`src/csr_op_pkg.sv`:
```
// Access protocol types and widths; data is fixed at one 32-bit word, hart field sized for up to 8 harts
package csr_op_pkg;

  //////////////////////////////
  // Widths
  //////////////////////////////

  localparam int CSR_DATA_W = 32;  // One word, not a parameter
  localparam int CSR_ADDR_W = 12;  // Standard CSR address space
  localparam int HART_ID_W  = 3;   // Low clog2(NUM_HARTS) bits in use

  //////////////////////////////
  // Access opcodes
  //////////////////////////////

  // Encoded like funct3[1:0] of the Zicsr instructions
  // 2'b00 is not a legal access
  typedef enum logic [1:0] {
    CSR_OP_RW = 2'b01,  // Swap
    CSR_OP_RS = 2'b10,  // Read and set bits
    CSR_OP_RC = 2'b11   // Read and clear bits
  } csr_op_e;

endpackage : csr_op_pkg

```
`src/csr_defs_pkg.sv`:
```
// Machine-mode register map only; RV32I misa, no counters, no trap or interrupt CSRs
package csr_defs_pkg;

  //////////////////////////////
  // Addresses
  //////////////////////////////

  // Machine information, read-only block (bits 11:10 set)
  localparam logic [11:0] CSR_ADDR_MVENDORID = 12'hF11;
  localparam logic [11:0] CSR_ADDR_MARCHID   = 12'hF12;
  localparam logic [11:0] CSR_ADDR_MIMPID    = 12'hF13;
  localparam logic [11:0] CSR_ADDR_MHARTID   = 12'hF14;

  // Machine trap setup and handling
  localparam logic [11:0] CSR_ADDR_MSTATUS   = 12'h300;
  localparam logic [11:0] CSR_ADDR_MISA      = 12'h301;
  localparam logic [11:0] CSR_ADDR_MTVEC     = 12'h305;
  localparam logic [11:0] CSR_ADDR_MSCRATCH  = 12'h340;
  localparam logic [11:0] CSR_ADDR_MEPC      = 12'h341;

  //////////////////////////////
  // Fixed values
  //////////////////////////////

  localparam logic [31:0] CSR_VAL_MVENDORID = 32'h0000_0000;  // Non-commercial
  localparam logic [31:0] CSR_VAL_MARCHID   = 32'h0000_0000;  // Not allocated
  localparam logic [31:0] CSR_VAL_MIMPID    = 32'h0000_0001;  // First implementation
  localparam logic [31:0] CSR_VAL_MISA      = 32'h4000_0100;  // MXL=1, I extension

  //////////////////////////////
  // Writable fields
  //////////////////////////////

  localparam int CSR_MSTATUS_BIT_MIE  = 3;
  localparam int CSR_MSTATUS_BIT_MPIE = 7;

  localparam logic [31:0] CSR_MSTATUS_WMASK = (32'h1 << CSR_MSTATUS_BIT_MIE)
                                            | (32'h1 << CSR_MSTATUS_BIT_MPIE);
  localparam logic [31:0] CSR_MTVEC_WMASK   = 32'hFFFF_FFFC;  // Base only
  localparam logic [31:0] CSR_MEPC_WMASK    = 32'hFFFF_FFFC;  // No compressed ISA

  localparam logic [1:0]  CSR_MTVEC_MODE_DIRECT = 2'b00;

endpackage : csr_defs_pkg

```
`src/csr_req_if.sv`:
```
// Internal valid/ready links between dispatcher, per-hart files and collector; payload stable while valid
`timescale 1ns/1ns

//////////////////////////////
// Request link
//////////////////////////////

interface csr_req_if import csr_op_pkg::*; ();

  logic                  valid;
  logic                  ready;  // May follow valid in the same cycle
  csr_op_e               op;
  logic [CSR_ADDR_W-1:0] addr;
  logic [CSR_DATA_W-1:0] wdata;

  // Dispatcher side
  modport src (output valid, output op, output addr, output wdata, input ready);

  // Register file side
  modport dst (input valid, input op, input addr, input wdata, output ready);

endinterface : csr_req_if

//////////////////////////////
// Response link
//////////////////////////////

interface csr_rsp_if import csr_op_pkg::*; ();

  logic                  valid;
  logic                  ready;
  logic [CSR_DATA_W-1:0] rdata;  // Old register value, zero on error
  logic                  err;

  // Register file side
  modport src (output valid, output rdata, output err, input ready);

  // Collector side
  modport dst (input valid, input rdata, input err, output ready);

endinterface : csr_rsp_if

```
`src/csr_dispatch.sv`:
```
// Purely combinational; NUM_HARTS a power of two so every hart number decodes, upper hart bits ignored
`timescale 1ns/1ns

module csr_dispatch import csr_op_pkg::*; #(
  parameter int NUM_HARTS = 4
) (
  input  logic                  clk_i,   // Assertion only
  input  logic                  rstn_i,  // Assertion only

  // Shared request port
  input  logic                  req_valid_i,
  input  logic [HART_ID_W-1:0]  req_hart_i,
  input  csr_op_e               req_op_i,
  input  logic [CSR_ADDR_W-1:0] req_addr_i,
  input  logic [CSR_DATA_W-1:0] req_wdata_i,
  output logic                  req_ready_o,

  // One link per hart
  csr_req_if.src                hart_req [NUM_HARTS]
);

  localparam int SEL_W = $clog2(NUM_HARTS);

  logic [SEL_W-1:0]     hart_sel;
  logic [NUM_HARTS-1:0] hart_ready;  // Gathered per-hart ready

  assign hart_sel = req_hart_i[SEL_W-1:0];  // Only the decoded bits

  //////////////////////////////
  // Fan-out
  //////////////////////////////

  for (genvar g = 0; g < NUM_HARTS; g++) begin : g_fan
    // Valid only toward the addressed hart
    assign hart_req[g].valid = req_valid_i && (hart_sel == SEL_W'(g));
    // Payload broadcast, harmless to the others
    assign hart_req[g].op    = req_op_i;
    assign hart_req[g].addr  = req_addr_i;
    assign hart_req[g].wdata = req_wdata_i;
    assign hart_ready[g]     = hart_req[g].ready;
  end

  // Back-pressure comes from the selected hart only
  assign req_ready_o = hart_ready[hart_sel];

  //////////////////////////////
  // Checks
  //////////////////////////////

  // Upstream must hold a stalled request, else the routing below would change mid-transfer
  property p_req_hold;
    @(posedge clk_i) disable iff (!rstn_i)
      req_valid_i && !req_ready_o
      |=> req_valid_i && $stable({req_hart_i, req_op_i, req_addr_i, req_wdata_i});
  endproperty

  a_req_hold : assert property (p_req_hold)
    else $error("request dropped or changed while stalled");

endmodule : csr_dispatch

```
`src/csr_file.sv`:
```
// One hart, machine mode only; no trap entry, MRET or interrupts; MTVEC_RESET low two bits must be zero
`timescale 1ns/1ns

module csr_file import csr_op_pkg::*, csr_defs_pkg::*; #(
  parameter int unsigned           HART_ID     = 0,
  parameter logic [CSR_DATA_W-1:0] MTVEC_RESET = 32'h0000_0100
) (
  input  logic   clk_i,
  input  logic   rstn_i,
  csr_req_if.dst req,  // From dispatcher
  csr_rsp_if.src rsp   // To collector
);

  // Architectural state
  logic [CSR_DATA_W-1:0] mstatus_q;   // MIE and MPIE only
  logic [CSR_DATA_W-1:0] mtvec_q;     // Mode bits stay direct
  logic [CSR_DATA_W-1:0] mscratch_q;
  logic [CSR_DATA_W-1:0] mepc_q;      // Bits 1:0 stay zero

  // Access path
  logic [CSR_DATA_W-1:0] rd_val;      // Current value of addressed CSR
  logic [CSR_DATA_W-1:0] new_val;     // Value after the op, before masking
  logic                  addr_hit;
  logic                  wants_write;
  logic                  read_only;
  logic                  acc_err;
  logic                  acc;         // Request accepted this cycle
  logic                  wr_fire;

  // Response register
  logic                  rsp_valid_q;
  logic [CSR_DATA_W-1:0] rsp_rdata_q;
  logic                  rsp_err_q;

  //////////////////////////////
  // Read and decode
  //////////////////////////////

  always_comb begin
    rd_val   = '0;
    addr_hit = 1'b1;
    case (req.addr)
      CSR_ADDR_MVENDORID: rd_val = CSR_VAL_MVENDORID;
      CSR_ADDR_MARCHID:   rd_val = CSR_VAL_MARCHID;
      CSR_ADDR_MIMPID:    rd_val = CSR_VAL_MIMPID;
      CSR_ADDR_MHARTID:   rd_val = CSR_DATA_W'(HART_ID);
      CSR_ADDR_MSTATUS:   rd_val = mstatus_q;
      CSR_ADDR_MISA:      rd_val = CSR_VAL_MISA;  // WARL, writes ignored
      CSR_ADDR_MTVEC:     rd_val = mtvec_q;
      CSR_ADDR_MSCRATCH:  rd_val = mscratch_q;
      CSR_ADDR_MEPC:      rd_val = mepc_q;
      default:            addr_hit = 1'b0;  // Unknown address
    endcase
  end

  // Read-modify-write
  always_comb begin
    case (req.op)
      CSR_OP_RW: new_val = req.wdata;
      CSR_OP_RS: new_val = rd_val | req.wdata;
      CSR_OP_RC: new_val = rd_val & ~req.wdata;
      default:   new_val = rd_val;  // Illegal op, value unchanged
    endcase
  end

  // Set/clear with zero mask is a pure read
  assign wants_write = (req.op == CSR_OP_RW) || (req.wdata != '0);
  assign read_only   = &req.addr[11:10];
  assign acc_err     = !addr_hit || (read_only && wants_write);

  // Handshake, one-deep response buffer
  assign req.ready = !rsp_valid_q || rsp.ready;
  assign acc       = req.valid && req.ready;
  assign wr_fire   = acc && !acc_err && wants_write;

  //////////////////////////////
  // State update
  //////////////////////////////

  always_ff @(posedge clk_i) begin
    if (!rstn_i) begin
      mstatus_q  <= '0;
      mtvec_q    <= (MTVEC_RESET & CSR_MTVEC_WMASK) | {30'b0, CSR_MTVEC_MODE_DIRECT};
      mscratch_q <= '0;
      mepc_q     <= '0;
    end else if (wr_fire) begin
      case (req.addr)
        CSR_ADDR_MSTATUS:  mstatus_q  <= new_val & CSR_MSTATUS_WMASK;
        CSR_ADDR_MTVEC:    mtvec_q    <= (new_val & CSR_MTVEC_WMASK)
                                       | {30'b0, CSR_MTVEC_MODE_DIRECT};
        CSR_ADDR_MSCRATCH: mscratch_q <= new_val;
        CSR_ADDR_MEPC:     mepc_q     <= new_val & CSR_MEPC_WMASK;
        default: ;  // misa and the read-only block hold
      endcase
    end
  end

  //////////////////////////////
  // Response
  //////////////////////////////

  always_ff @(posedge clk_i) begin
    if (!rstn_i) begin
      rsp_valid_q <= 1'b0;
    end else if (acc) begin
      rsp_valid_q <= 1'b1;  // Refill wins over drain
    end else if (rsp.ready) begin
      rsp_valid_q <= 1'b0;
    end
  end

  always_ff @(posedge clk_i) begin
    if (acc) begin
      rsp_rdata_q <= acc_err ? '0 : rd_val;  // Old value
      rsp_err_q   <= acc_err;
    end
  end

  assign rsp.valid = rsp_valid_q;
  assign rsp.rdata = rsp_rdata_q;
  assign rsp.err   = rsp_err_q;

  //////////////////////////////
  // Checks
  //////////////////////////////

  // Rejected access leaves every writable register as it was
  a_err_no_write : assert property (
    @(posedge clk_i) disable iff (!rstn_i)
      acc && acc_err |=> $stable({mstatus_q, mtvec_q, mscratch_q, mepc_q}))
    else $error("rejected access modified state");

  // Response held until the collector takes it
  a_rsp_hold : assert property (
    @(posedge clk_i) disable iff (!rstn_i)
      rsp.valid && !rsp.ready |=> rsp.valid && $stable({rsp.rdata, rsp.err}))
    else $error("response dropped or changed while stalled");

endmodule : csr_file

```
`src/csr_resp_arb.sv`:
```
// Round-robin over NUM_HARTS (power of two) response links into one registered output, one grant per cycle
`timescale 1ns/1ns

module csr_resp_arb import csr_op_pkg::*; #(
  parameter int NUM_HARTS = 4
) (
  input  logic                  clk_i,
  input  logic                  rstn_i,

  csr_rsp_if.dst                hart_rsp [NUM_HARTS],  // From per-hart files

  // Shared response port
  output logic                  resp_valid_o,
  output logic [HART_ID_W-1:0]  resp_hart_o,
  output logic [CSR_DATA_W-1:0] resp_rdata_o,
  output logic                  resp_err_o,
  input  logic                  resp_ready_i
);

  localparam int SEL_W = $clog2(NUM_HARTS);

  logic [NUM_HARTS-1:0]  hart_valid;
  logic [CSR_DATA_W-1:0] hart_rdata [NUM_HARTS];
  logic [NUM_HARTS-1:0]  hart_err;
  logic [NUM_HARTS-1:0]  gnt_vec;      // One-hot ready back to harts

  logic [SEL_W-1:0]      last_q;       // Last hart granted
  logic [SEL_W-1:0]      gnt_idx;
  logic                  gnt_found;
  logic                  out_free;     // Output register empty or draining
  logic                  load;

  logic                  out_valid_q;
  logic [SEL_W-1:0]      out_hart_q;
  logic [CSR_DATA_W-1:0] out_rdata_q;
  logic                  out_err_q;

  // Flatten the interface array
  for (genvar g = 0; g < NUM_HARTS; g++) begin : g_gather
    assign hart_valid[g]   = hart_rsp[g].valid;
    assign hart_rdata[g]   = hart_rsp[g].rdata;
    assign hart_err[g]     = hart_rsp[g].err;
    assign hart_rsp[g].ready = gnt_vec[g];
  end

  //////////////////////////////
  // Round-robin pick
  //////////////////////////////

  // Search starts one past the last grant, wraps by width
  always_comb begin
    logic [SEL_W-1:0] cand;
    cand      = '0;
    gnt_found = 1'b0;
    gnt_idx   = last_q;
    for (int i = 1; i <= NUM_HARTS; i++) begin
      cand = last_q + SEL_W'(i);
      if (!gnt_found && hart_valid[cand]) begin
        gnt_found = 1'b1;
        gnt_idx   = cand;
      end
    end
  end

  assign out_free = !out_valid_q || resp_ready_i;
  assign load     = out_free && gnt_found;

  for (genvar g = 0; g < NUM_HARTS; g++) begin : g_gnt
    assign gnt_vec[g] = load && (gnt_idx == SEL_W'(g));
  end

  //////////////////////////////
  // Output register
  //////////////////////////////

  always_ff @(posedge clk_i) begin
    if (!rstn_i) begin
      out_valid_q <= 1'b0;
      last_q      <= SEL_W'(NUM_HARTS - 1);  // Hart 0 first after reset
    end else begin
      if (load) begin
        out_valid_q <= 1'b1;
        last_q      <= gnt_idx;
      end else if (resp_ready_i) begin
        out_valid_q <= 1'b0;
      end
    end
  end

  always_ff @(posedge clk_i) begin
    if (load) begin
      out_hart_q  <= gnt_idx;
      out_rdata_q <= hart_rdata[gnt_idx];
      out_err_q   <= hart_err[gnt_idx];
    end
  end

  assign resp_valid_o = out_valid_q;
  assign resp_hart_o  = HART_ID_W'(out_hart_q);  // Zero-extended index
  assign resp_rdata_o = out_rdata_q;
  assign resp_err_o   = out_err_q;

  // Single grant, and only to a hart that has a response waiting
  a_gnt_onehot : assert property (
    @(posedge clk_i) disable iff (!rstn_i)
      $onehot0(gnt_vec) && ((gnt_vec & ~hart_valid) == '0))
    else $error("bad response grant");

endmodule : csr_resp_arb

```
`src/csr_unit_top.sv`:
```
// NUM_HARTS must be a power of two from 2 to 8; MTVEC_RESET low two bits zero; up to NUM_HARTS+1 in flight
`timescale 1ns/1ns

module csr_unit_top import csr_op_pkg::*; #(
  parameter int                    NUM_HARTS   = 4,
  parameter logic [CSR_DATA_W-1:0] MTVEC_RESET = 32'h0000_0100
) (
  input  logic                  clk_i,
  input  logic                  rstn_i,

  // Request port
  input  logic                  req_valid_i,
  input  logic [HART_ID_W-1:0]  req_hart_i,
  input  csr_op_e               req_op_i,
  input  logic [CSR_ADDR_W-1:0] req_addr_i,
  input  logic [CSR_DATA_W-1:0] req_wdata_i,
  output logic                  req_ready_o,

  // Response port, two cycles after request when idle
  output logic                  resp_valid_o,
  output logic [HART_ID_W-1:0]  resp_hart_o,
  output logic [CSR_DATA_W-1:0] resp_rdata_o,
  output logic                  resp_err_o,
  input  logic                  resp_ready_i
);

  // Per-hart links
  csr_req_if hart_req [NUM_HARTS] ();
  csr_rsp_if hart_rsp [NUM_HARTS] ();

  //////////////////////////////
  // Request routing
  //////////////////////////////

  csr_dispatch #(
    .NUM_HARTS   (NUM_HARTS)
  ) i_dispatch (
    .clk_i       (clk_i),
    .rstn_i      (rstn_i),
    .req_valid_i (req_valid_i),
    .req_hart_i  (req_hart_i),
    .req_op_i    (req_op_i),
    .req_addr_i  (req_addr_i),
    .req_wdata_i (req_wdata_i),
    .req_ready_o (req_ready_o),
    .hart_req    (hart_req)
  );

  //////////////////////////////
  // Register files
  //////////////////////////////

  for (genvar g = 0; g < NUM_HARTS; g++) begin : g_hart
    csr_file #(
      .HART_ID     (g),            // mhartid
      .MTVEC_RESET (MTVEC_RESET)
    ) i_file (
      .clk_i       (clk_i),
      .rstn_i      (rstn_i),
      .req         (hart_req[g]),
      .rsp         (hart_rsp[g])
    );
  end

  //////////////////////////////
  // Response collection
  //////////////////////////////

  csr_resp_arb #(
    .NUM_HARTS    (NUM_HARTS)
  ) i_resp_arb (
    .clk_i        (clk_i),
    .rstn_i       (rstn_i),
    .hart_rsp     (hart_rsp),
    .resp_valid_o (resp_valid_o),
    .resp_hart_o  (resp_hart_o),
    .resp_rdata_o (resp_rdata_o),
    .resp_err_o   (resp_err_o),
    .resp_ready_i (resp_ready_i)
  );

endmodule : csr_unit_top

```
`config.mk`:
```
export PLATFORM = sky130hd
export DESIGN_NAME = csr_unit_top
export DESIGN_NICKNAME = d
export VERILOG_FILES = /design/src/csr_op_pkg.sv /design/src/csr_defs_pkg.sv /design/src/csr_req_if.sv /design/src/csr_dispatch.sv /design/src/csr_file.sv /design/src/csr_resp_arb.sv /design/src/csr_unit_top.sv
export SDC_FILE = /design/constraint.sdc
export NUM_CORES = 1
export LEC_CHECK = 0
export ABC_AREA = 1
export BUFFER_PORTS_ARGS = -buffer_cell sky130_fd_sc_hd__clkbuf_2
export CAP_MARGIN = 10
export CORE_ASPECT_RATIO = 1.75
export CORE_MARGIN = 8
export CORE_UTILIZATION = 51
export CTS_CLUSTER_SIZE = 8
export DETAILED_ROUTE_END_ITERATION = 7
export PLACE_DENSITY = 0.67
export SLEW_MARGIN = 0
export SYNTH_ARGS = -nofsm -noshare
export SYNTH_HDL_FRONTEND = slang
export SYNTH_SLANG_ARGS = --single-unit
```
`constraint.sdc`:
```
create_clock -name clk_i -period 12.2 [get_ports clk_i]
set_input_delay 1.22 -clock clk_i [delete_from_list [all_inputs] [get_ports clk_i]]
set_output_delay 1.22 -clock clk_i [all_outputs]
set_load 0.05 [all_outputs]
```
==> impl_metrics.toml <==
[run_status]
outcome = "finished clean"

[power]
ir_drop_mv = 0.116
power.switching_mw = 1.65
p_int_mw = 3.47
pwr-share-clk_pct = 40.0
pwr-share-seq_pct = 40.1
p_leak_nw = 14.2
p_sw_share_pct = 32.3
power_density_nw_per_um2 = 180
pwr-share-comb_pct = 19.9

[global_route]
antenna_found_initial = 1
grt_usage_pct = 26.0
grt_max_degree = 156
grt_pass1_vias = 20849
overflow = 0
grt_pass1_wl_mm = 115

[clocking]
cts-resized-gates = 0
tritoncts = "done"
clk_path_buf_depth = 3
cts_hold_buf = 0
cts_sinks = 550
cts_setup_buffers = 0
cts_root_buf = "clkbuf_16"
numCtsBuffers = 78
clock_latency_ns = 0.60
cts.htree.levels = 3
clk_pin_slew_ns = 0.05

[yosys]
synthXorXnorAreaFrac_pct = 0.0347
synth_edf_count = 167
muxShareOfSynthArea_pct = 0
async_reset_ff_share_pct = 0
yosys_warnings = 0
syn_area_um2 = 25300
synth_cell_types = 35
synth_compound_area_share_pct = 7.70
synth_fa_ha_area_share_pct = 0
avgSynthCellArea_um2 = 7.03
synth_top_family_by_area = "simple AND/OR/NAND/NOR gates"
synth_simple_gate_area_share_pct = 32.9
synth_cells = 3594
synth_ff_type = "dfxtp_1"
synth_seq_area_share_pct = 50.2
synth_nets = 3647
ys_seq_elements = 550

[final_layout]
area_growth_pct = 12.7
final_cell_area_um2 = 28500
final.fill_count = 4736
mostFrequentLayoutCell = "nand2_1"
drive_above_1_share_pct = 6.68
fin_nets = 3662
mostFrequentLayoutCells = "1228 x nand2_1, 849 x nor2_1, 400 x inv_1"

[floorplan]
fp.coreArea_um2 = 49300
die-area_um2 = 57200
rows = 108
num_io_pins = 91
initial_core_util_pct = 51.2
die_w_um = 184
fp.dieH_um = 310

[place]
post-dp-hpwl_mm = 40.5
gp_congestion = 0.853
port_buffers = 88
placed_cell_area_um2 = 26100

[sta]
fmax_mhz = 181
finalHoldViolCount = 0
setup_violations = 0
finClkSkew_ns = 0.0242
setup-tns-final_ns = 0
finalCriticalPeriod_ns = 5.52
drv_slew = 0
fin_crit_sh_pct = 45.2
relSlewSlack_pct = 21.7
rsz0062_at_grt = "false"
worstMarginPinSlew_ns = 1.17

[critical_path]
critPathMaxFanout = 69
required_ns = 10.98
endpoint_kind = "output pin"
cp_data_arrival_time_ns = 4.30
crit_path_start_kind = "register"
rr_worst_depth = 16
crit_type = "reg -> out"

[job]
cap_violations = 0

[routing]
drtIter0Drc = 1890
viasPerCell = 5.19
wl_mm = 74.5
avgRoutedWirePerCell_um = 17.2
drtAntennaViolNets = 0
vias = 22459
first_pass_iters = 5
drc = 0

[worst_hold_path]
hold_class = "reg -> reg"
worstHoldPathCells = 2
## kinds of logic after synthesis
group | Yosys count
other | 1
xor gates and xnor gates | 1
and+or+nand+nor | 2159
AOI/OAI and AO/OA | 286
buffers and inverters | 597
DFF | 550
## worst max-delay path, cell delays in order, from the launching register on
cell	delay [ns]
dfxtp_1	0.61
inv_2	0.18
nand2_1	0.09
nand2_1	0.12
nand2_1	0.13
nand2_2	0.10
nor2_1	0.17
nand3_1	0.11
nand2_2	0.09
buf_4	0.74
nand4_1	0.39
nand2_1	0.35
nand2_1	0.09
a21oi_1	0.22
clkbuf_2	0.32
## sequential cells by signal, summed over array words and instances, names as in the netlist
name	count
g_hart.i_file.rsp.err	4
i_resp_arb.out_hart_q	2
g_hart.i_file.mepc_q	120
g_hart.i_file.rsp.rdata	128
i_resp_arb.resp_rdata_o	32
g_hart.i_file.mstatus_q	8
g_hart.i_file.mscratch_q	128
i_resp_arb.resp_valid_o	1
g_hart.i_file.mtvec_q	120
i_resp_arb.last_q	2
i_resp_arb.resp_err_o	1
g_hart.i_file.rsp.valid	4
## metrics by stage
step | total power, mW | worst slack, ns | cells | util (%) | hold slack, ns
2_1_floorplan | 2.73 | 7.15 | 3594 | - | 0.434
3_3_place_gp | 3.11 | 6.73 | 4189 | 53.0 | 0.447
3_5_place_dp | 3.11 | 6.72 | 4189 | 53.0 | 0.451
4_1_cts | 5.15 | 6.70 | 4330 | 57.7 | 0.465
5_1_grt | 5.29 | 6.41 | 4330 | 57.7 | 0.486
6_report | 5.12 | 6.68 | 4331 | 57.7 | 0.464
## synth_stat cells (2+ instances only)
| cell type | count | share of area, % |
|---|---|---|
| nand2_1 | 1231 | 18 |
| nor2_1 | 851 | 13 |
| inv_1 | 401 | 6.0 |
| dfxtp_1 | 383 | 30 |
| edfxtp_1 | 167 | 20 |
| clkbuf_1 | 133 | 2.0 |
| o221ai_1 | 104 | 3.6 |
| o21ai_0 | 80 | 1.6 |
| a21oi_1 | 45 | 0.89 |
| buf_2 | 44 | 0.87 |
| o22ai_1 | 33 | 0.82 |
| nand3_1 | 27 | 0.54 |
| nand4_1 | 22 | 0.54 |
| o2111ai_1 | 13 | 0.45 |
| nor3_1 | 9 | 0.18 |
| buf_1 | 8 | 0.12 |
| inv_2 | 7 | 0.10 |
| nand4_2 | 5 | 0.25 |
| buf_4 | 4 | 0.12 |
| nand2_2 | 4 | 0.099 |
| nor2_4 | 3 | 0.13 |
| o211ai_1 | 3 | 0.089 |
| nand3_2 | 2 | 0.079 |
| o21ai_1 | 2 | 0.040 |
| o31ai_1 | 2 | 0.059 |
| or2_2 | 2 | 0.050 |
## power groups by stage
stage               registers, mW  logic [mW]  clock network [mW]
floorplan                    2.31       0.426                   0
global placement             2.09        1.02                   0
detailed placement           2.09        1.02                   0
CTS                          2.05        1.03                2.08
global route                 2.06        1.08                2.15
finish                       2.05        1.02                2.05
## final timing paths
kind	from	to	slack (ns)
hold reg to reg	g_hart[1].i_file.mtvec_q[8]$_SDFFE_PN1P_	g_hart[1].i_file.mtvec_q[8]$_SDFFE_PN1P_	0.46
hold / removal	g_hart[1].i_file.mtvec_q[8]$_SDFFE_PN1P_	g_hart[1].i_file.mtvec_q[8]$_SDFFE_PN1P_	0.46
setup / recovery	i_resp_arb.last_q[0]$_SDFFE_PN1P_	req_ready_o	6.68
setup reg to reg	i_resp_arb.last_q[0]$_SDFFE_PN1P_	g_hart[3].i_file.mtvec_q[31]$_SDFFE_PN0P_	7.62
## layer usage
metal,global-route usage [%],part of all wire [%]
met4,11.3,3.9
met5,0,0
met3,3.83,7.6
met2,43.7,47
met1,32.7,42
## area by class of cell
class | instances | area [um^2] | area share, %
sequential | 550 | 12700 | 44.6
multi-input combinational | 2447 | 10400 | 36.5
clock buffer | 139 | 2280 | 8.00
inverter | 408 | 1530 | 5.39
tap | 660 | 826 | 2.90
timing repair buffer | 124 | 721 | 2.53
clock inverter | 2 | 38.8 | 0.136
antenna | 1 | 2.50 | 0.00879
Power figures use the tool's default switching activity.
